$ cat src/hdl/icache_cfg_pkg.sv
package icache_cfg_pkg;

    // ============================================================
    // Bus and line widths
    // ============================================================

    // Fetch address and instruction word width
    localparam int XLEN = 64;

    // One cache line as delivered by the memory port
    localparam int LINE_BITS = 128;

    // ============================================================
    // Associativity
    // ============================================================

    localparam int N_WAYS = 4;
    localparam int WAY_BITS = 2;

    // ============================================================
    // Address fields
    // ============================================================

    // Byte offset inside one word
    localparam int BYTE_BITS = 3;
    // Word offset inside one line
    localparam int WORD_BITS = 1;
    // Low edge of the set index
    localparam int OFFSET_BITS = BYTE_BITS + WORD_BITS;

    // Word 0 of a line (lower address) sits in bits 127..64

endpackage

$ cat src/hdl/icache_victim_sel.sv
module icache_victim_sel
#(
    parameter int N_SETS = 16,
    localparam int IDX_W = $clog2(N_SETS)
)
(
    input  logic                                clk_i,
    input  logic                                rst_i,
    input  logic [IDX_W-1:0]                    set_index_i,
    input  logic                                advance_i,
    output logic [icache_cfg_pkg::WAY_BITS-1:0] victim_o
);

    // One round-robin pointer per set
    logic [icache_cfg_pkg::WAY_BITS-1:0] fifo_cnt [N_SETS];

    always_ff @(posedge clk_i)
    begin
        if (rst_i)
        begin
            for (int s = 0; s < N_SETS; s++)
                fifo_cnt[s] <= '0;
        end
        else if (advance_i)
        begin
            // Wraps from the last way back to way 0
            fifo_cnt[set_index_i] <= fifo_cnt[set_index_i] + 1'b1;
        end
    end

    // Oldest way of the current set
    assign victim_o = fifo_cnt[set_index_i];

endmodule

$ cat config.mk
export PLATFORM = sky130hd
export DESIGN_NAME = icache_victim_sel
export DESIGN_NICKNAME = d
export VERILOG_FILES = /design/src/hdl/icache_cfg_pkg.sv /design/src/hdl/icache_victim_sel.sv
export SDC_FILE = /design/constraint.sdc
export NUM_CORES = 1
export LEC_CHECK = 0
export ABC_AREA = 1
export ABC_CLOCK_PERIOD_IN_PS = 2500
export BUFFER_PORTS_ARGS = -buffer_cell sky130_fd_sc_hd__buf_4
export CORE_UTILIZATION = 45
export DETAILED_ROUTE_END_ITERATION = 8
export GPL_ROUTABILITY_DRIVEN = 1
export SLEW_MARGIN = 20
export SYNTH_ARGS = -nofsm -noshare
export SYNTH_HDL_FRONTEND = slang
export SYNTH_SLANG_ARGS = --single-unit
$ cat constraint.sdc
create_clock -name clk_i -period 2.5 [get_ports clk_i]
set_clock_uncertainty 0.2 [all_clocks]
set_input_delay 0.125 -clock clk_i [delete_from_list [all_inputs] [get_ports clk_i]]
set_output_delay 0.125 -clock clk_i [all_outputs]
set_load 0.005 [all_outputs]
* After elaboration in Yosys (flattened, before gate mapping) *
Memories as Yosys holds them, arrays and structs flattened.
Cells that the tools add are included.

operators by class
  add/sub/neg operators = 1
  multiplexer cells = 8
  reduce and logical (&&, ||, !) cells = 1

operators with widths
  cell                                          number
  two-way mux 1 bit                             6
  two-way mux 4 bit                             1
  adder 2 x 1 -> 2 bit (second input constant)  1
  two-way mux 2 bit                             1
  OR reduction 2 bit                            1

storage, ports and cells
  register bits after elaboration = 0
  bits in writable memories = 32
  input bits = 7
  word-level logic and storage cells = 11
  memories = 1

memory list
  memory    words  width  read ports  clocked after Yosys merged registers in  write ports  RTL line                 RTL
  fifo_cnt  16     2      1           0                                        16           icache_victim_sel.sv:15  logic [icache_cfg_pkg::WAY_BITS-1:0] fifo_cnt [N_SETS];

* Longest topological paths before layout *
  depth in word-level cells = 5
  gate-level depth with buffers = 15

* Worst setup path after synthesis *
No wires, ideal clock.

  path kind = input port to flip-flop
  from = input port set_index_i[0]
  to = memory fifo_cnt[10][1] (netlist name), data pin
  library setup time = 0.253 ns
  data arrival time = 1.196 ns
  required time = 2.047 ns
  slack = 0.851 ns
  cell stages on the path = 15
  buffers on the path = 3
  cells stage by stage = buf_6 inv_6 buf_8 nand2_2 nand2_1 nand2_1 nand2_1 nand2_1 nand2_1 inv_2 nand2_2 nand2_2 nand2_4 buf_6 nor2_2

RTL lines
  element             RTL line                 RTL
  start: declaration  icache_victim_sel.sv:9   input logic [IDX_W-1:0] set_index_i,
  end: declaration    icache_victim_sel.sv:15

* Final worst setup path *
  from = memory fifo_cnt[9][0] (netlist name)
  to = output port victim_o[0] (netlist name)

on the way
  longest elaborated chain between the ends = 1

RTL lines
  element              RTL line                 RTL
  memory (16 x 2 bit)  --
  end: declaration     icache_victim_sel.sv:11  output logic [icache_cfg_pkg::WAY_BITS-1:0] victim_o

Every way passes these cells.

==> impl_metrics.ini <==
[die]
fp.dieArea_um2 = 4130
dieWidth_um = 64.3
initial_core_util_pct = 47.3
die_h_um = 64.3
core_um2 = 3690
rows = 22
pin_count = 9

[global_route]
grt_util_met1_pct = 25.4
grtUsageTotal_pct = 20.6
grt_max_degree = 20
top_usage_layer = met2
grt_use_met2_pct = 35.7
grt-ovfl-total = 0
grt_first_pass_wirelength_um = 6180
first_global_vias = 1336
antenna_found_initial = 0
grt_use_met3_pct = 3.75

[cts]
cts_hold_buffers = 0
htreeDepth = 2
clk_pin_slew_ps = 70
numCtsBuffers = 5
cts_tree = built
cts_buffer_depth = 2
cts_repair_resize_count = 0
worstSkewPairLatency_ps = 290
clock-root-buffer = clkbuf_8
cts_setup_buffers = 0
cts.sinks = 32

[synthesis]
syn_inst = 213
synth_fp_nets = 220
synthesis.area_um2 = 1750
synth_edf_count = 32
ys_seq_area_share_pct = 55.1
synth_warnings = 0
synthArstFlopShare_pct = 0
synth_cell_types = 16
syn_avg_cell_area_um2 = 8.19
synth_seq_cells = 32
synth_ff_type = edfxtp_1

[sta]
setup_ws_ps = 639
slew_headroom_pct = 59.8
rsz0062_at_grt = no
period_needed_ps = 1860
setup_tns_ps = 0
timing.hold.ws_ps = 194
max_freq_ghz = 0.537
worst_pin_slew_ps = 598
finalHoldViolCount = 0
setup-violations-final = 0
fin_crit_sh_pct = 74.4
maxSlewViolCount = 0

[routing]
ant_nets = 0
drt_iter0_drc = 70
drt-total-wl_um = 3660
drc_errors = 0
dr.pass1.iters = 4
viasPerCell = 4.90
wire_per_inst_um = 13.4
vias = 1332

[placed_design]
placed_cells = 264
dp_hpwl_um = 2580
post_dp_cell_area_um2 = 1820
place_ws_ps = 579
gp_congestion = 0.825
port-buffer-count = 8

[job]
cap_violations = 0

[critical_path]
worstRegToRegCells = 10
reg2reg_setup_slack_ps = 730
timing.rr.end = fifo_cnt[3][1]$_SDFFCE_PN0P_
rr_startpoint = fifo_cnt[8][1]$_SDFFCE_PN0P_
critPathKind = register to output pin
end_kind = output pin
cp-start-kind = register
cp.arrival_ps = 1540
critPathRequiredTime_ps = 2170
crit_fanout = 17

[outcome]
status = completed

[min_path]
min_path_cells = 4
hold_path_end = fifo_cnt[2][0]$_SDFFCE_PN0P_
hp-class = input port to register
worstHoldStart = set_index_i[2]

[final_layout]
diodes = 0
reg_top3 = fifo_cnt: 32 flops
fin_area_um2 = 1910
syn2layout_area_growth_pct = 9.25
post-route-util_pct = 51.7
final_cell_count_no_fill = 272
regMostFlops = fifo_cnt
nets = 230
drive_gt1_share_pct = 18.3
largest_register_ffs = 32

[power_and_ir_drop]
power_leakage_nw = 0.850
powerDensity_nw_per_um2 = 610
vdd_ir_drop_max_uv = 455
finalPower_mw = 1.16
worst max-delay path: stages, from the launching register on:
cell	delay, ps
edfxtp_1	330
nand2_1	50
nand2_1	100
nand2_1	60
nand2_1	60
nand2_1	50
nand2_1	110
inv_1	50
nand2_2	60
buf_4	240
buf_4	150
how the worst max path moves through the flow:
stage / from / end
2_1_floorplan: set_index_i[0] / fifo_cnt[10][1]$_SDFFCE_PN0P_
6_report: fifo_cnt[9][0]$_SDFFCE_PN0P_ / victim_o[0]
3_5_place_dp: set_index_i[1] / fifo_cnt[15][1]$_SDFFCE_PN0P_
5_1_grt: fifo_cnt[9][0]$_SDFFCE_PN0P_ / victim_o[0]
3_3_place_gp: set_index_i[1] / fifo_cnt[7][0]$_SDFFCE_PN0P_
4_1_cts: fifo_cnt[9][0]$_SDFFCE_PN0P_ / victim_o[0]
where the power goes:
| part | leakage [nW] | switching (mW) | internal, mW |
|---|---|---|---|
| Clock | 0.0378 | 0.204 | 0.192 |
| Sequential | 0.331 | 0.00707 | 0.611 |
| Combinational | 0.481 | 0.107 | 0.0423 |
| Total | 0.850 | 0.318 | 0.845 |
cell usage in the layout, fill, tap and decap left out, drive strengths merged:
| master | n |
|---|---|
| inv | 8 |
| clkinv | 3 |
| clkinvlp | 2 |
| clkbuf | 5 |
| buf | 10 |
| nor2 | 37 |
| edfxtp | 32 |
| nand2 | 123 |
| nor3 | 4 |
cell families (layout without fill, tap and decap cells):
family	count (synthesis)	in the layout	synth area share [%]
buffers and inverters	17	28	5.95
flip-flops	32	32	55.1
AND/OR/NAND/NOR	164	164	39.0
layout make-up:
class                      instances  area [um^2]
timing repair buffer              10         75.1
fill                             374         1780
clock buffer                       5         68.8
sequential                        32          961
tap                               48         60.1
multi-input combinational        164          681
clock inverter                     3         18.8
inverter                          10         42.5
Yosys cell counts (2+ instances only):
| master | count | share of area, % |
|---|---|---|
| nand2_2 | 11 | 3.9 |
| edfxtp_1 | 32 | 55 |
| nor2_2 | 10 | 3.6 |
| nor3_1 | 4 | 1.1 |
| buf_6 | 2 | 1.3 |
| nor2_1 | 27 | 5.8 |
| inv_1 | 6 | 1.3 |
| nand2_1 | 111 | 24 |
| clkinv_1 | 2 | 0.43 |
| buf_4 | 2 | 0.86 |
per-layer routing:
layer  wire, um  part of all wire [%]
met1       1560                    43
met2       1880                    51
met3        163                   4.5
met4         54                   1.5
met5          0                     0
Note: power is estimated with default switching activity, not from simulation.
