==> src/hdl/icache_cfg_pkg.sv <==
package icache_cfg_pkg;

    // ============================================================
    // Bus and line widths
    // ============================================================

    // Fetch address and instruction word width
    localparam int XLEN = 64;

    // One cache line as delivered by the memory port
    localparam int LINE_BITS = 128;

    // ============================================================
    // Associativity
    // ============================================================

    localparam int N_WAYS = 4;
    localparam int WAY_BITS = 2;

    // ============================================================
    // Address fields
    // ============================================================

    // Byte offset inside one word
    localparam int BYTE_BITS = 3;
    // Word offset inside one line
    localparam int WORD_BITS = 1;
    // Low edge of the set index
    localparam int OFFSET_BITS = BYTE_BITS + WORD_BITS;

    // Word 0 of a line (lower address) sits in bits 127..64

endpackage

==> src/hdl/icache_ctrl_pkg.sv <==
package icache_ctrl_pkg;

    // ============================================================
    // Controller FSM states
    // ============================================================

    typedef enum logic [2:0]
    {
        // Valid-bit clear pass after reset
        ST_INIT,
        // Waiting for a fetch strobe
        ST_IDLE,
        // Tag compare on the latched request
        ST_LOOKUP,
        // Issue the line request
        ST_MISS_REQ,
        // Wait for the line from memory
        ST_MISS_WAIT
    } icache_state_e;

endpackage

==> src/hdl/icache_ctrl.sv <==
module icache_ctrl
#(
    parameter int N_SETS = 16,
    localparam int IDX_W = $clog2(N_SETS),
    localparam int TAG_W = icache_cfg_pkg::XLEN - IDX_W - icache_cfg_pkg::OFFSET_BITS
)
(
    input  logic                                 clk_i,
    input  logic                                 rst_i,
    input  logic                                 p_strobe_i,
    input  logic [icache_cfg_pkg::XLEN-1:0]      p_addr_i,
    output logic [icache_cfg_pkg::XLEN-1:0]      p_data_o,
    output logic                                 p_ready_o,
    output logic                                 m_strobe_o,
    output logic [icache_cfg_pkg::XLEN-1:0]      m_addr_o,
    input  logic [icache_cfg_pkg::LINE_BITS-1:0] m_data_i,
    input  logic                                 m_ready_i,
    input  logic                                 hit_i,
    input  logic [icache_cfg_pkg::LINE_BITS-1:0] hit_line_i,
    output logic [IDX_W-1:0]                     rd_index_o,
    output logic [IDX_W-1:0]                     set_index_o,
    output logic                                 fill_o,
    output logic [TAG_W-1:0]                     fill_tag_o,
    output logic                                 clear_o,
    output logic [IDX_W-1:0]                     clear_index_o
);

    localparam int XLEN = icache_cfg_pkg::XLEN;
    localparam int LINE_BITS = icache_cfg_pkg::LINE_BITS;
    localparam int OFF = icache_cfg_pkg::OFFSET_BITS;
    localparam int WORD_BITS = icache_cfg_pkg::WORD_BITS;
    localparam int N_WORDS = 2 ** WORD_BITS;

    icache_ctrl_pkg::icache_state_e state_q;
    icache_ctrl_pkg::icache_state_e state_d;

    logic [IDX_W-1:0]     clr_cnt_q;
    // Latched request address
    logic [XLEN-1:0]      addr_q;
    logic [WORD_BITS-1:0] word_off;

    // Lower word index maps to the upper part of the line
    function automatic logic [XLEN-1:0] pick_word(input logic [LINE_BITS-1:0] line,
                                                  input logic [WORD_BITS-1:0] off);
        return line[(N_WORDS - 1 - int'(off)) * XLEN +: XLEN];
    endfunction

    // ============================================================
    // FSM
    // ============================================================

    always_ff @(posedge clk_i)
    begin
        if (rst_i)
        begin
            state_q <= icache_ctrl_pkg::ST_INIT;
            clr_cnt_q <= '0;
        end
        else
        begin
            state_q <= state_d;
            // Walk every set once during the clear pass
            if (state_q == icache_ctrl_pkg::ST_INIT)
                clr_cnt_q <= clr_cnt_q + 1'b1;
        end
    end

    always_comb
    begin
        state_d = state_q;
        case (state_q)
            icache_ctrl_pkg::ST_INIT:
                if (clr_cnt_q == IDX_W'(N_SETS - 1))
                    state_d = icache_ctrl_pkg::ST_IDLE;
            icache_ctrl_pkg::ST_IDLE:
                if (p_strobe_i)
                    state_d = icache_ctrl_pkg::ST_LOOKUP;
            icache_ctrl_pkg::ST_LOOKUP:
                // Hit returns to idle, miss fetches the line
                state_d = hit_i ? icache_ctrl_pkg::ST_IDLE : icache_ctrl_pkg::ST_MISS_REQ;
            icache_ctrl_pkg::ST_MISS_REQ:
                state_d = icache_ctrl_pkg::ST_MISS_WAIT;
            icache_ctrl_pkg::ST_MISS_WAIT:
                if (m_ready_i)
                    state_d = icache_ctrl_pkg::ST_IDLE;
            default:
                state_d = icache_ctrl_pkg::ST_IDLE;
        endcase
    end

    // Request is captured when accepted in idle
    always_ff @(posedge clk_i)
    begin
        if (state_q == icache_ctrl_pkg::ST_IDLE && p_strobe_i)
            addr_q <= p_addr_i;
    end

    // ============================================================
    // Memory request
    // ============================================================

    // One strobe cycle right after ST_MISS_REQ, address zero otherwise
    always_ff @(posedge clk_i)
    begin
        if (rst_i)
        begin
            m_strobe_o <= 1'b0;
            m_addr_o <= '0;
        end
        else if (state_q == icache_ctrl_pkg::ST_MISS_REQ)
        begin
            m_strobe_o <= 1'b1;
            m_addr_o <= {addr_q[XLEN-1:OFF], {OFF{1'b0}}};
        end
        else
        begin
            m_strobe_o <= 1'b0;
            m_addr_o <= '0;
        end
    end

    // ============================================================
    // Array control and fetch response
    // ============================================================

    // Data RAM read starts in the accept cycle
    assign rd_index_o = (state_q == icache_ctrl_pkg::ST_IDLE) ? p_addr_i[OFF +: IDX_W]
                                                             : addr_q[OFF +: IDX_W];
    assign set_index_o = addr_q[OFF +: IDX_W];
    assign fill_tag_o = addr_q[XLEN-1 -: TAG_W];
    assign fill_o = (state_q == icache_ctrl_pkg::ST_MISS_WAIT) && m_ready_i;
    assign clear_o = (state_q == icache_ctrl_pkg::ST_INIT);
    assign clear_index_o = clr_cnt_q;

    assign word_off = addr_q[icache_cfg_pkg::BYTE_BITS +: WORD_BITS];
    // Hit answers in lookup, miss answers with the incoming line
    assign p_ready_o = ((state_q == icache_ctrl_pkg::ST_LOOKUP) && hit_i) || fill_o;
    assign p_data_o = pick_word((state_q == icache_ctrl_pkg::ST_LOOKUP) ? hit_line_i
                                                                      : m_data_i, word_off);

    // Single-cycle memory strobe
    a_strobe_pulse: assert property (@(posedge clk_i) disable iff (rst_i)
        m_strobe_o |=> !m_strobe_o)
        else $error("m_strobe_o high for two cycles");

    // No fetch answer or memory traffic during the clear pass
    a_init_quiet: assert property (@(posedge clk_i) disable iff (rst_i)
        (state_q == icache_ctrl_pkg::ST_INIT) |-> !p_ready_o && !m_strobe_o)
        else $error("activity during valid clear");

endmodule

==> config.mk <==
export PLATFORM = sky130hd
export DESIGN_NAME = icache_ctrl
export DESIGN_NICKNAME = d
export VERILOG_FILES = /design/src/hdl/icache_cfg_pkg.sv /design/src/hdl/icache_ctrl_pkg.sv /design/src/hdl/icache_ctrl.sv
export SDC_FILE = /design/constraint.sdc
export NUM_CORES = 1
export LEC_CHECK = 0
export BUFFER_PORTS_ARGS = -buffer_cell sky130_fd_sc_hd__buf_4
export CAP_MARGIN = 20
export CORE_AREA = 2 2 207 209
export CTS_BUF_LIST = sky130_fd_sc_hd__clkbuf_2 sky130_fd_sc_hd__clkbuf_4 sky130_fd_sc_hd__clkbuf_8
export CTS_CLUSTER_SIZE = 14
export DETAILED_ROUTE_END_ITERATION = 8
export DIE_AREA = 0 0 209 211
export GPL_ROUTABILITY_DRIVEN = 0
export MAX_ROUTING_LAYER = met4
export PLACE_DENSITY = 0.45
export SYNTH_ARGS = -nofsm -noshare
export SYNTH_HDL_FRONTEND = slang
export SYNTH_SLANG_ARGS = --single-unit
==> constraint.sdc <==
create_clock -name clk_i -period 4.4 [get_ports clk_i]
set_input_delay 0.44 -clock clk_i [delete_from_list [all_inputs] [get_ports clk_i]]
set_output_delay 0.44 -clock clk_i [all_outputs]
set_load 0.01 [all_outputs]
[Yosys cells after proc, flatten, opt, wreduce, memory -nomap -nowiden]
Index checks and enable logic that the tools add are counted.
Word-level totals
  register bits: 136
  input bits: 325
  output and inout port bits: 200
  logic and storage cells: 33
Cells by class
  add/subtract/negate cells: 2
  equal/unequal tests: 8
  shift operators: 1
  multiplexer cells: 8
  bitwise gates (word level): 1
  reduce and logical (&&, ||, !) cells: 7
Operators by type and width (number)
  $mux W128: 1
  $shiftx A128 B8 Y64: 1
  $pmux W3 S5: 1
  $mux W3: 3
  $eq A3 B2 Y1 const B: 2
  $add A4 B1 Y4 const B: 1
  $eq A4 B4 Y1 const B: 1
  $mux W4: 1
  $ne A2 B2 Y1 const B: 2
  $eq A3 B1 Y1 const B: 1
  $eq A3 B3 Y1 const B: 1
  $logic_and A1 B1 Y1: 3
  $logic_not A3 Y1: 1
  $reduce_and A3 Y1: 1
  $mux W2: 1
  $ne A2 B1 Y1 const B: 1
  $reduce_or A2 Y1: 1
  $sub A1 B1 Y2 const A: 1
  $logic_or A1 B1 Y1: 1
  $mux W1: 1
  $not A1 Y1: 1

[Depth between registers and ports, before layout]
Gate-level depths: netlist of run 1.
  depth after elaboration: 3
  depth in mapped cells: 5

[Least setup slack after synthesis of run 1]
No wires, ideal clock.
  path type: register to register
  start: register state_q[0]
  end: register addr_q[10], enable pin
  setup time: 0.425 ns
  arrival: 2.408 ns
  data required time: 3.975 ns
  path slack: 1.567 ns
  stages on the path, launching flop included: 4
  path through: dfxtp_1 -> buf_2 -> nor3b_2 -> and2_1
On the way
  word-level cells in the longest chain between the ends: 2
Ends and longest elaborated chain
  from (decl): RTL line icache_ctrl.sv:34  | icache_ctrl_pkg::icache_state_e state_q;
  from (signal assigned): RTL line icache_ctrl.sv:56  | state_q <= icache_ctrl_pkg::ST_INIT;
  from (signal assigned): RTL line icache_ctrl.sv:61  | state_q <= state_d;
  $eq A3 B1 Y1: RTL line icache_ctrl.sv:94  | if (state_q == icache_ctrl_pkg::ST_IDLE && p_strobe_i)
  $logic_and A1 B1 Y1: RTL line icache_ctrl.sv:94
  to (signal assigned): RTL line icache_ctrl.sv:95  | addr_q <= p_addr_i;
  to (decl): RTL line icache_ctrl.sv:39  | logic [XLEN-1:0] addr_q;
No other way between the ends.
A chain may end at the register's enable or synchronous reset.

[Final worst setup path of run 1]
  start: register state_q[1]
  end: output p_data_o[15] in the netlist's numbering
On the way
  word-level cells in the longest chain between the ends: 3
Ends and longest elaborated chain
  $eq A3 B2 Y1: RTL line icache_ctrl.sv:138  | assign p_data_o = pick_word((state_q == icache_ctrl_pkg::ST_LOOKUP) ? hit_line_i
  $mux W128: RTL line icache_ctrl.sv:138
  $shiftx A128 B8 Y64: RTL line icache_ctrl.sv:45  | return line[(N_WORDS - 1 - int'(off)) * XLEN +: XLEN];
  to (decl): RTL line icache_ctrl.sv:12  | output logic [icache_cfg_pkg::XLEN-1:0] p_data_o,
No other way between the ends.

==> metrics.csv, run 1 <==
stage,metric,value,unit
grt,met3_usage,0.04847,
grt,antenna_found_initial,11,
cts,tritoncts,yes,
grt,grt_max_degree,65,
route,firstDrtPassIters,4,
route,detail_route.wl_per_cell,22.35,µm
floorplanning,dieHeight,211,µm
cts,cts_setup_buffers,0,
setup_path,path_class,reg2out,
cts,path_clk_slew,80,ps
grt,gr-usage-met2,0.2445,
sta,skew,8.583,ps
sta,slew_headroom,0.3743,
route,wirelength,31190,µm
cts,h-tree-depth,4,
setup_path,cp_max_fo,33,
final_layout,stdcell_area,10340,µm²
route,vias_per_cell,3.664,
synth,synth_area_leaders,"edfxtp_1 (31%), mux4_2 (24%), dfxtp_1 (23%)",
cts,root_buffer,clkbuf_8,
synth,synth_top_area_frac,0.3059,
synth,yosys_warnings,0,
sta,tightest_slew,938.5,ps
setup_path,crit_path_frequent_cell,buf_4,
floorplanning,std_cell_rows,75,
route,drtIter0Drc,295,
power_and_ir_drop,power.density,253.6,nW/µm²
power_and_ir_drop,power.leakage,4.509,nW
cts,cts_buffers,17,
floorplanning,start_util,0.1434,
synth,ys_types,32,
synth,avgSynthCellArea,15.80,µm²
floorplanning,core_area,41760,µm²
floorplanning,die_area,44100,µm²
setup_path,worst_path_largest_cell_delay,630,ps
final_layout,area_growth,72.63,%
sta,final_hold_viol_count,0,
grt,grt_pass1_wl,41010,µm
sta,setup_tns,0,ps
floorplanning,io-pin-count,525,
synth,netlist_instances,379,
placement,io_buffers,517,
final_layout,final_common_cell,buf_4,
setup_path,cp_slowest_cell,mux4_2,
route,ant_nets,0,
setup_path,setup.worst_path.start_class,flip-flop,
placement,place_hpwl,26310,µm
final_layout,fin_util,0.2476,
cts,insertion_delay,440,ps
final_layout,final_cell_mix,"buf_4 (521), dfxtp_1 (68), mux4_2 (64)",
run,max_cap_violations,0,
setup_path,crit_path_end_kind,output pin,
floorplanning,die_w,209,µm
final_layout,nets,1161,
setup_path,critical_path_required,3960,ps
synth,yosysTopAreaCell,edfxtp_1,
grt,busiest_layer,met2,
setup_path,cp_cell_sequence,nor3b_4 > buf_4 > mux4_2 > buf_4,
grt,grt_usage,0.1386,
sta,rsz0062_at_grt,no,
grt,gr-total-overflow,0,
power_and_ir_drop,total_power,0.002622,W
cts,cts.path.max_buffers,2,
synth,ys_seq_area_frac,0.5332,
route,vias,5111,
cts,ctsHoldBuffers,0,
sta,post-route-min-period,3104,ps
power_and_ir_drop,ir_worst_vdd,0.2432,mV
synth,synth_area,5988,µm²
sta,whs,166.4,ps
sta,finalSetupViolations,0,
route,route.detailed.drc,0,
cts,post_cts_resized,0,
final_layout,drive_gt1_frac,0.7417,
sta,fmax,322.1,MHz
sta,fin_crit_sh,0.7056,
grt,grt_use_met1,0.1373,
synth,synth-seq-cells,129,
placement,place_area,9940,µm²
grt,grt_pass1_vias,5447,
setup_path,arrival,2660,ps
cts,cts.sink_count,129,
worst_hold_path,hp-class,in2reg,
sta,drv_slew,0,
run_status,status,completed,
## cell families after synthesis
| logic type | Yosys count | synth area share |
|---|---|---|
| fa+ha+maj | 1 | 0.002089 |
| simple gates | 82 | 0.08734 |
| other cells | 1 | 0.0006262 |
| buf+inv | 88 | 0.1128 |
| mux | 71 | 0.2534 |
| flops | 129 | 0.5332 |
| compound gates | 5 | 0.007521 |
| xor+xnor | 2 | 0.002926 |
## synth_stat cells (all sizes together)
master / n
buf: 74
dfxtp: 68
mux4: 64
and2: 61
edfxtp: 61
clkbuf: 14
nor2: 8
mux2: 5
nor3b: 3
mux2i: 2
nor2b: 2
nor3: 2
xnor2: 2
a2111oi: 1
a21o: 1
and4b: 1
conb: 1
ha: 1
nand2b: 1
nand3b: 1
nand4: 1
nor4: 1
nor4b: 1
o21ai: 1
o31a: 1
o41ai: 1
## layout make-up
class	count	area (µm²)
diodes	8	20.02
clock buffers	20	269.0
clock inverters	12	108.9
fillers	4531	31420
multi-input cells	165	2141
flip-flops and latches	129	3193
well taps	539	674.4
repair buffers	522	3931
## final timing paths
path | cells after the start | from | end | slack (ps)
max | 4 | state_q[1]$_SDFFE_PP0P_ | p_data_o[15] | 1300
min | 1 | p_addr_i[17] | addr_q[17]$_DFFE_PP_ | 170
max reg2reg | 2 | state_q[0]$_SDFFE_PP0P_ | addr_q[60]$_DFFE_PP_ | 1830
min reg2reg | 1 | addr_q[34]$_DFFE_PP_ | m_addr_o[34]$_SDFF_PP0_ | 470
## sequential cells by signal, summed over array words and instances, names as in the netlist
| name | cells |
|---|---|
| addr_q | 61 |
| m_addr_o | 60 |
| clear_index_o | 4 |
| state_q | 3 |
| m_strobe_o | 1 |
## per-stage QoR
step | worst slack [ps] | instances
floorplan | 1567 | 382
global placement | 1729 | 1354
detailed placement | 1717 | 1355
CTS | 1200 | 1387
global route | 1075 | 1395
finish | 1296 | 1395
## critical path: cells and delay by family (launching register included)
family        cells  cell delay (ps)
buf+inv           2              720
mux               1              630
flops             1              570
simple gates      1              260
## metal layers
layer	wire length, µm	up-vias
li1	-	2271
met3	2658	34
met1	10910	2486
met2	16400	320
met4	1220	0
met5	0	-
## power by group
| group | internal, W | switching (W) | leakage, nW | total [W] |
|---|---|---|---|---|
| Clock | 0.000483 | 0.000499 | 0.192 | 0.000982 |
| Combinational | 0.000259 | 0.000122 | 3.22 | 0.000381 |
| Sequential | 0.00126 | 0.00000281 | 1.10 | 0.00126 |
(Power assumes the default switching activity.)
==> run 2, diff against run 1 <==
ABC_AREA = 1   (was not set)
CORE_AREA = 2 2 203 205   (was 2 2 207 209)
DIE_AREA = 0 0 205 207   (was 0 0 209 211)
PLACE_DENSITY = 0.48   (was 0.45)
clock period = 3.05 ns   (was 4.4 ns; I/O delays follow)
==> metrics.csv, run 2 <==
stage,metric,value,unit
run_status,status,completed,
synth,yosysMostFrequentCell,inv_1,
setup_path,critical_path_required,2740,ps
sta,setup_tns,0,ps
route,wirelength,31600,µm
floorplanning,io-pin-count,525,
route,vias_per_cell,3.824,
synth,netlist_instances,874,
route,drtIter0Drc,453,
placement,place_hpwl,25740,µm
worst_hold_path,holdPathEnd,addr_q[43]$_DFFE_PP_,
cts,root_buffer,clkbuf_8,
setup_path,rr_worst_depth,5,
final_layout,area_growth,70.61,%
power_and_ir_drop,seq_power_share,0.456,
grt,grt_max_degree,109,
setup_path,crit_path_end_kind,output pin,
setup_path,reg2reg_from,state_q[0]$_SDFFE_PP0P_,
sta,fmax,360.8,MHz
grt,grt_pass1_vias,7253,
setup_path,path_class,reg2out,
worst_hold_path,hp-class,in2reg,
route,vias,7334,
placement,post-place-ws,667.9,ps
power_and_ir_drop,p_comb_frac,0.151,
route,ant_nets,0,
run,max_cap_violations,0,
power_and_ir_drop,ir_worst_vdd,0.4669,mV
setup_path,cp_max_fo,97,
synth,synth-seq-cells,129,
power_and_ir_drop,power.leakage,6.184,nW
floorplanning,core_area,40370,µm²
final_layout,final_cell_mix,"buf_4 (526), inv_1 (198), nand2_1 (140)",
grt,gr-total-overflow,0,
synth,ys_types,24,
synth,synth_area,6884,µm²
route,route.detailed.drc,0,
route,firstDrtPassIters,5,
floorplanning,die_area,42440,µm²
setup_path,cp_cell_sequence,inv_2 > nand3_4 > buf_12 > o21ai_0 > nand2_1 > buf_4,
floorplanning,start_util,0.1705,
power_and_ir_drop,power.density,339.2,nW/µm²
cts,cts.path.max_buffers,2,
placement,place_area,10750,µm²
setup_path,worst_path_largest_cell_delay,440,ps
final_layout,largest_reg_flops,61,
setup_path,arrival,2470,ps
final_layout,final_common_cell,buf_4,
power_and_ir_drop,p_sw_frac,0.2344,
synth,ys_async_sr_fraction,0,
setup_path,r2r_end,addr_q[41]$_DFFE_PP_,
setup_path,cp_slowest_cell,o21ai_0,
power_and_ir_drop,p_sw,0.0009337,W
final_layout,drive_gt1_frac,0.4121,
cts,path_clk_slew,70,ps
cts,cts_buffers,17,
sta,tightest_slew,791.6,ps
floorplanning,dieHeight,207,µm
synth,synth_area_leaders,"edfxtp_1 (27%), dfxtp_1 (20%), inv_1 (11%)",
worst_hold_path,hold_depth,1,
final_layout,nets,1696,
sta,finalSetupViolations,0,
grt,grt_pass1_wl,44790,µm
placement,io_buffers,517,
setup_path,crit_start,state_q[2]$_SDFFE_PP0P_,
floorplanning,std_cell_rows,74,
sta,skew,10.56,ps
final_layout,stdcell_area,11750,µm²
cts,tritoncts,yes,
worst_hold_path,hold_path_startpoint,p_addr_i[43],
cts,cts.sink_count,129,
setup_path,ff2ff_setup_slack,1070,ps
power_and_ir_drop,p_clk_frac,0.394,
synth,avgSynthCellArea,7.877,µm²
floorplanning,die_w,205,µm
sta,setup_ws,278.0,ps
synth,ys_seq_area_frac,0.4638,
cts,insertion_delay,450,ps
setup_path,setup.worst_path.start_class,flip-flop,
final_layout,largest-register,addr_q,
synth,yosys_warnings,0,
sta,post-route-min-period,2772,ps
grt,grt_usage,0.1472,
synth,yosysTopAreaCell,edfxtp_1,
grt,antenna_found_initial,7,
cts,post_cts_resized,0,
synth,yosys-top-cells-count,"inv_1 (199), nand2_1 (140), nor2_1 (73)",
synth,synth_top_area_frac,0.2661,
power_and_ir_drop,p_int,0.003051,W
sta,drv_slew,0,
sta,rsz0062_at_grt,no,
sta,fin_crit_sh,0.9088,
final_layout,fin_util,0.2909,
cts,h-tree-depth,4,
synth,synth_flop_cell,dfxtp_1,
sta,slew_headroom,0.4667,
synth,synth_edf_count,61,
sta,final_hold_viol_count,0,
route,detail_route.wl_per_cell,16.48,µm
[run 2: cell count changes in the layout (fill, tap and decap cells not counted), sizes merged, moves of 8 or more]
cell / change
dlygate4sd3: +56
buf: +8
nand2: +140
and2: -61
nand3: +10
inv: +205
o21ai: +65
mux4: -64
nor2: +67
o211ai: +64
a21oi: +70
[run 2: layout make-up]
type / instances / area [µm²]
antenna: 3 / 7.507
clock buffer: 18 / 247.7
clock inverter: 14 / 178.9
fill: 4372 / 28620
inverter: 202 / 760.7
multi-input combinational: 434 / 2102
sequential: 129 / 3193
tap: 532 / 665.6
timing repair buffer: 586 / 4589
[run 2: logic make-up (layout without fill, tap and decap cells)]
kind of cell | count (synthesis) | count (layout) | share of synthesized area
simple gates | 227 | 227 | 0.1294
other cells | 1 | 7 | 0.0005447
fa+ha+maj | 1 | 1 | 0.001817
flops | 129 | 129 | 0.4638
buf+inv | 314 | 820 | 0.2336
xor+xnor | 1 | 1 | 0.001272
compound gates | 201 | 201 | 0.1696
[run 2: repair_timing]
action / in CTS / in global routing
buffers inserted: 0 / 0
endpoints found under the hold margin: 56 / 0
hold buffers: 56 / 0
[run 2: worst max path at each step]
| stage | cells past startpoint | end | slack, ps |
|---|---|---|---|
| 6_report | 6 | p_data_o[44] | 280 |
| 5_1_grt | 6 | p_data_o[12] | 60 |
| 4_1_cts | 5 | p_data_o[29] | 140 |
| 3_5_place_dp | 5 | p_data_o[29] | 670 |
| 3_3_place_gp | 5 | p_data_o[29] | 700 |
| 2_1_floorplan | 4 | addr_q[10]$_DFFE_PP_ | 340 |
[run 2: critical path: cells and delay by family, from the launching register on]
family	cells	cell delay [ps]
DFF	1	360
AOI/OAI and AO/OA	1	440
and+or+nand+nor	2	470
buffers and inverters	3	670
[run 2: metal layers]
| metal | GRT usage | vias up | wire length [µm] |
|---|---|---|---|
| li1 | - | 3684 | - |
| met1 | 0.1511 | 3245 | 11750 |
| met2 | 0.2648 | 368 | 16180 |
| met3 | 0.04846 | 37 | 2950 |
| met4 | 0.04267 | 0 | 724 |
| met5 | - | - | 0 |
[run 2: through the flow]
stage	total power (W)	std cells	hold slack, ps
5_1_grt	0.004168	1918	12.45
4_1_cts	0.004056	1915	1.920
2_1_floorplan	0.001983	877	374.1
3_5_place_dp	0.002403	1827	482.0
6_report	0.003984	1918	55.44
3_3_place_gp	0.002395	1827	473.9
[run 2: power by group through the flow]
stage | clock, W | sequential, W | combinational (W)
final | 0.00157 | 0.00182 | 0.000600
after floorplan | 0 | 0.00186 | 0.000127
after detailed placement | 0 | 0.00186 | 0.000547
after CTS | 0.00163 | 0.00182 | 0.000608
after global routing | 0.00170 | 0.00182 | 0.000652
after global placement | 0 | 0.00186 | 0.000540
==> run 3, diff against run 2 <==
CAP_MARGIN = 15   (was 20)
CORE_AREA = 2 2 207 209   (was 2 2 203 205)
DIE_AREA = 0 0 209 211   (was 0 0 205 207)
PLACE_DENSITY = 0.47   (was 0.48)
==> metrics.csv, run 3 (synthesized netlist as in run 2, its figures left out) <==
stage,metric,value,unit
run_status,status,completed,
route,wirelength,30150,µm
floorplanning,std_cell_rows,75,
sta,whs,39.01,ps
final_layout,nets,1668,
sta,post-route-min-period,2654,ps
cts,h-tree-depth,4,
cts,cts_buffers,17,
setup_path,path_class,reg2out,
setup_path,arrival,2350,ps
grt,grt_max_degree,60,
run,max_cap_violations,0,
sta,slew_headroom,0.4535,
setup_path,rr_worst_depth,5,
power_and_ir_drop,power.density,343.9,nW/µm²
floorplanning,core_area,41760,µm²
cts,path_clk_slew,100,ps
route,detail_route.wl_per_cell,15.90,µm
power_and_ir_drop,ir_worst_vdd,0.3070,mV
route,ant_nets,0,
grt,gr-total-overflow,0,
grt,antenna_found_initial,2,
sta,drv_slew,0,
sta,fin_crit_sh,0.8701,
setup_path,r2r_end,addr_q[23]$_DFFE_PP_,
final_layout,fin_util,0.2731,
setup_path,reg2reg_from,state_q[0]$_SDFFE_PP0P_,
floorplanning,start_util,0.1649,
setup_path,crit_path_end_kind,output pin,
cts,root_buffer,clkbuf_8,
setup_path,cp_cell_sequence,inv_2 > nand3_4 > buf_4 > o21ai_0 > nand2_1 > buf_4,
power_and_ir_drop,total_power,0.003922,W
floorplanning,dieHeight,211,µm
route,vias,7167,
power_and_ir_drop,power.leakage,6.055,nW
final_layout,fillCellCount,4636,
setup_path,ff2ff_setup_slack,1080,ps
final_layout,final_cell_mix,"buf_4 (536), inv_1 (198), nand2_1 (140)",
floorplanning,die_area,44100,µm²
final_layout,area_growth,65.65,%
route,drtIter0Drc,492,
setup_path,cp_max_fo,32,
final_layout,final_common_cell,buf_4,
cts,post_cts_resized,0,
setup_path,cp_slowest_cell,o21ai_0,
cts,tritoncts,yes,
grt,grt_pass1_vias,6678,
sta,finalSetupViolations,0,
route,firstDrtPassIters,6,
cts,insertion_delay,440,ps
final_layout,stdcell_count,1896,
final_layout,largest_reg_flops,61,
setup_path,critical_path_required,2740,ps
setup_path,setup.worst_path.start_class,flip-flop,
floorplanning,die_w,209,µm
sta,skew,20.56,ps
route,vias_per_cell,3.780,
sta,tightest_slew,811.2,ps
placement,io_buffers,517,
setup_path,crit_start,state_q[2]$_SDFFE_PP0P_,
setup_path,cp-endpoint,p_data_o[30],
placement,place_hpwl,24580,µm
cts,cts.sink_count,129,
grt,grt_usage,0.1313,
cts,cts.path.max_buffers,2,
setup_path,crit_path_frequent_cell,buf_4,
sta,fmax,376.8,MHz
worst_hold_path,hp-class,in2reg,
final_layout,drive_gt1_frac,0.4266,
route,route.detailed.drc,0,
placement,place_inst,1842,
sta,setup_tns,0,ps
grt,grt_pass1_wl,41810,µm
setup_path,worst_path_largest_cell_delay,450,ps
floorplanning,io-pin-count,525,
sta,rsz0062_at_grt,no,
sta,final_hold_viol_count,0,
final_layout,largest-register,addr_q,
-- run 3: cell count changes in the layout (fill, tap and decap cells not counted), moves of 2 or more --
cell / before / now
buf_4: 526 / 536
dlygate4sd3_1: 56 / 20
clkinv_2: 1 / 3
clkinvlp_4: 3 / 1
buf_12: 4 / 2
-- run 3: worst min-delay path by stage --
stage | endpoint | startpoint | cells after the start
2_1_floorplan | clear_index_o[3]$_SDFFE_PP0N_ | rst_i | 1
3_3_place_gp | m_addr_o[48]$_SDFF_PP0_ | addr_q[48]$_DFFE_PP_ | 2
3_5_place_dp | m_addr_o[16]$_SDFF_PP0_ | addr_q[16]$_DFFE_PP_ | 2
4_1_cts | addr_q[37]$_DFFE_PP_ | p_addr_i[37] | 1
5_1_grt | addr_q[56]$_DFFE_PP_ | p_addr_i[56] | 1
6_report | addr_q[63]$_DFFE_PP_ | p_addr_i[63] | 1
-- run 3: where the power goes --
group / leakage (nW) / internal (W) / total [W] / switching [W]
Sequential: 1.10 / 0.00181 / 0.00182 / 0.00000489
Combinational: 4.75 / 0.000368 / 0.000562 / 0.000194
Clock: 0.207 / 0.000775 / 0.00154 / 0.000769
-- run 3: metal layers --
layer,global-route usage,vias to the layer above,share of wire
li1,-,3616,-
met1,0.1537,3201,0.42
met2,0.2190,319,0.48
met3,0.03732,31,0.073
met4,0.03916,0,0.028
met5,-,-,0
-- run 3: area by class of cell --
cell class | count | area [µm²] | share of cell area
repair buffers | 558 | 4264 | 0.3739
flip-flops and latches | 129 | 3193 | 0.2800
multi-input cells | 434 | 2102 | 0.1843
inverters | 202 | 759.5 | 0.06660
well taps | 539 | 674.4 | 0.05914
clock buffers | 19 | 255.2 | 0.02238
clock inverters | 13 | 150.1 | 0.01317
diodes | 2 | 5.005 | 0.0004389
-- run 3: worst max-delay path: cells and delay by family, from the launching register on --
family	cells	cell delay [ps]
DFF	1	370
AOI/OAI and AO/OA	1	450
and+or+nand+nor	2	400
buffers and inverters	3	640
-- run 3: per-stage QoR --
step	worst slack (ps)	area (µm²)
floorplan	335.5	6898
global placement	870.3	10790
detailed placement	860.6	10790
CTS	327.5	11230
global route	204.2	11400
finish	396.3	11400
-- run 3: timing repair --
item	CTS	global route
setup buffers	0	0
hold endpoints to repair	3	17
hold buffers	3	17
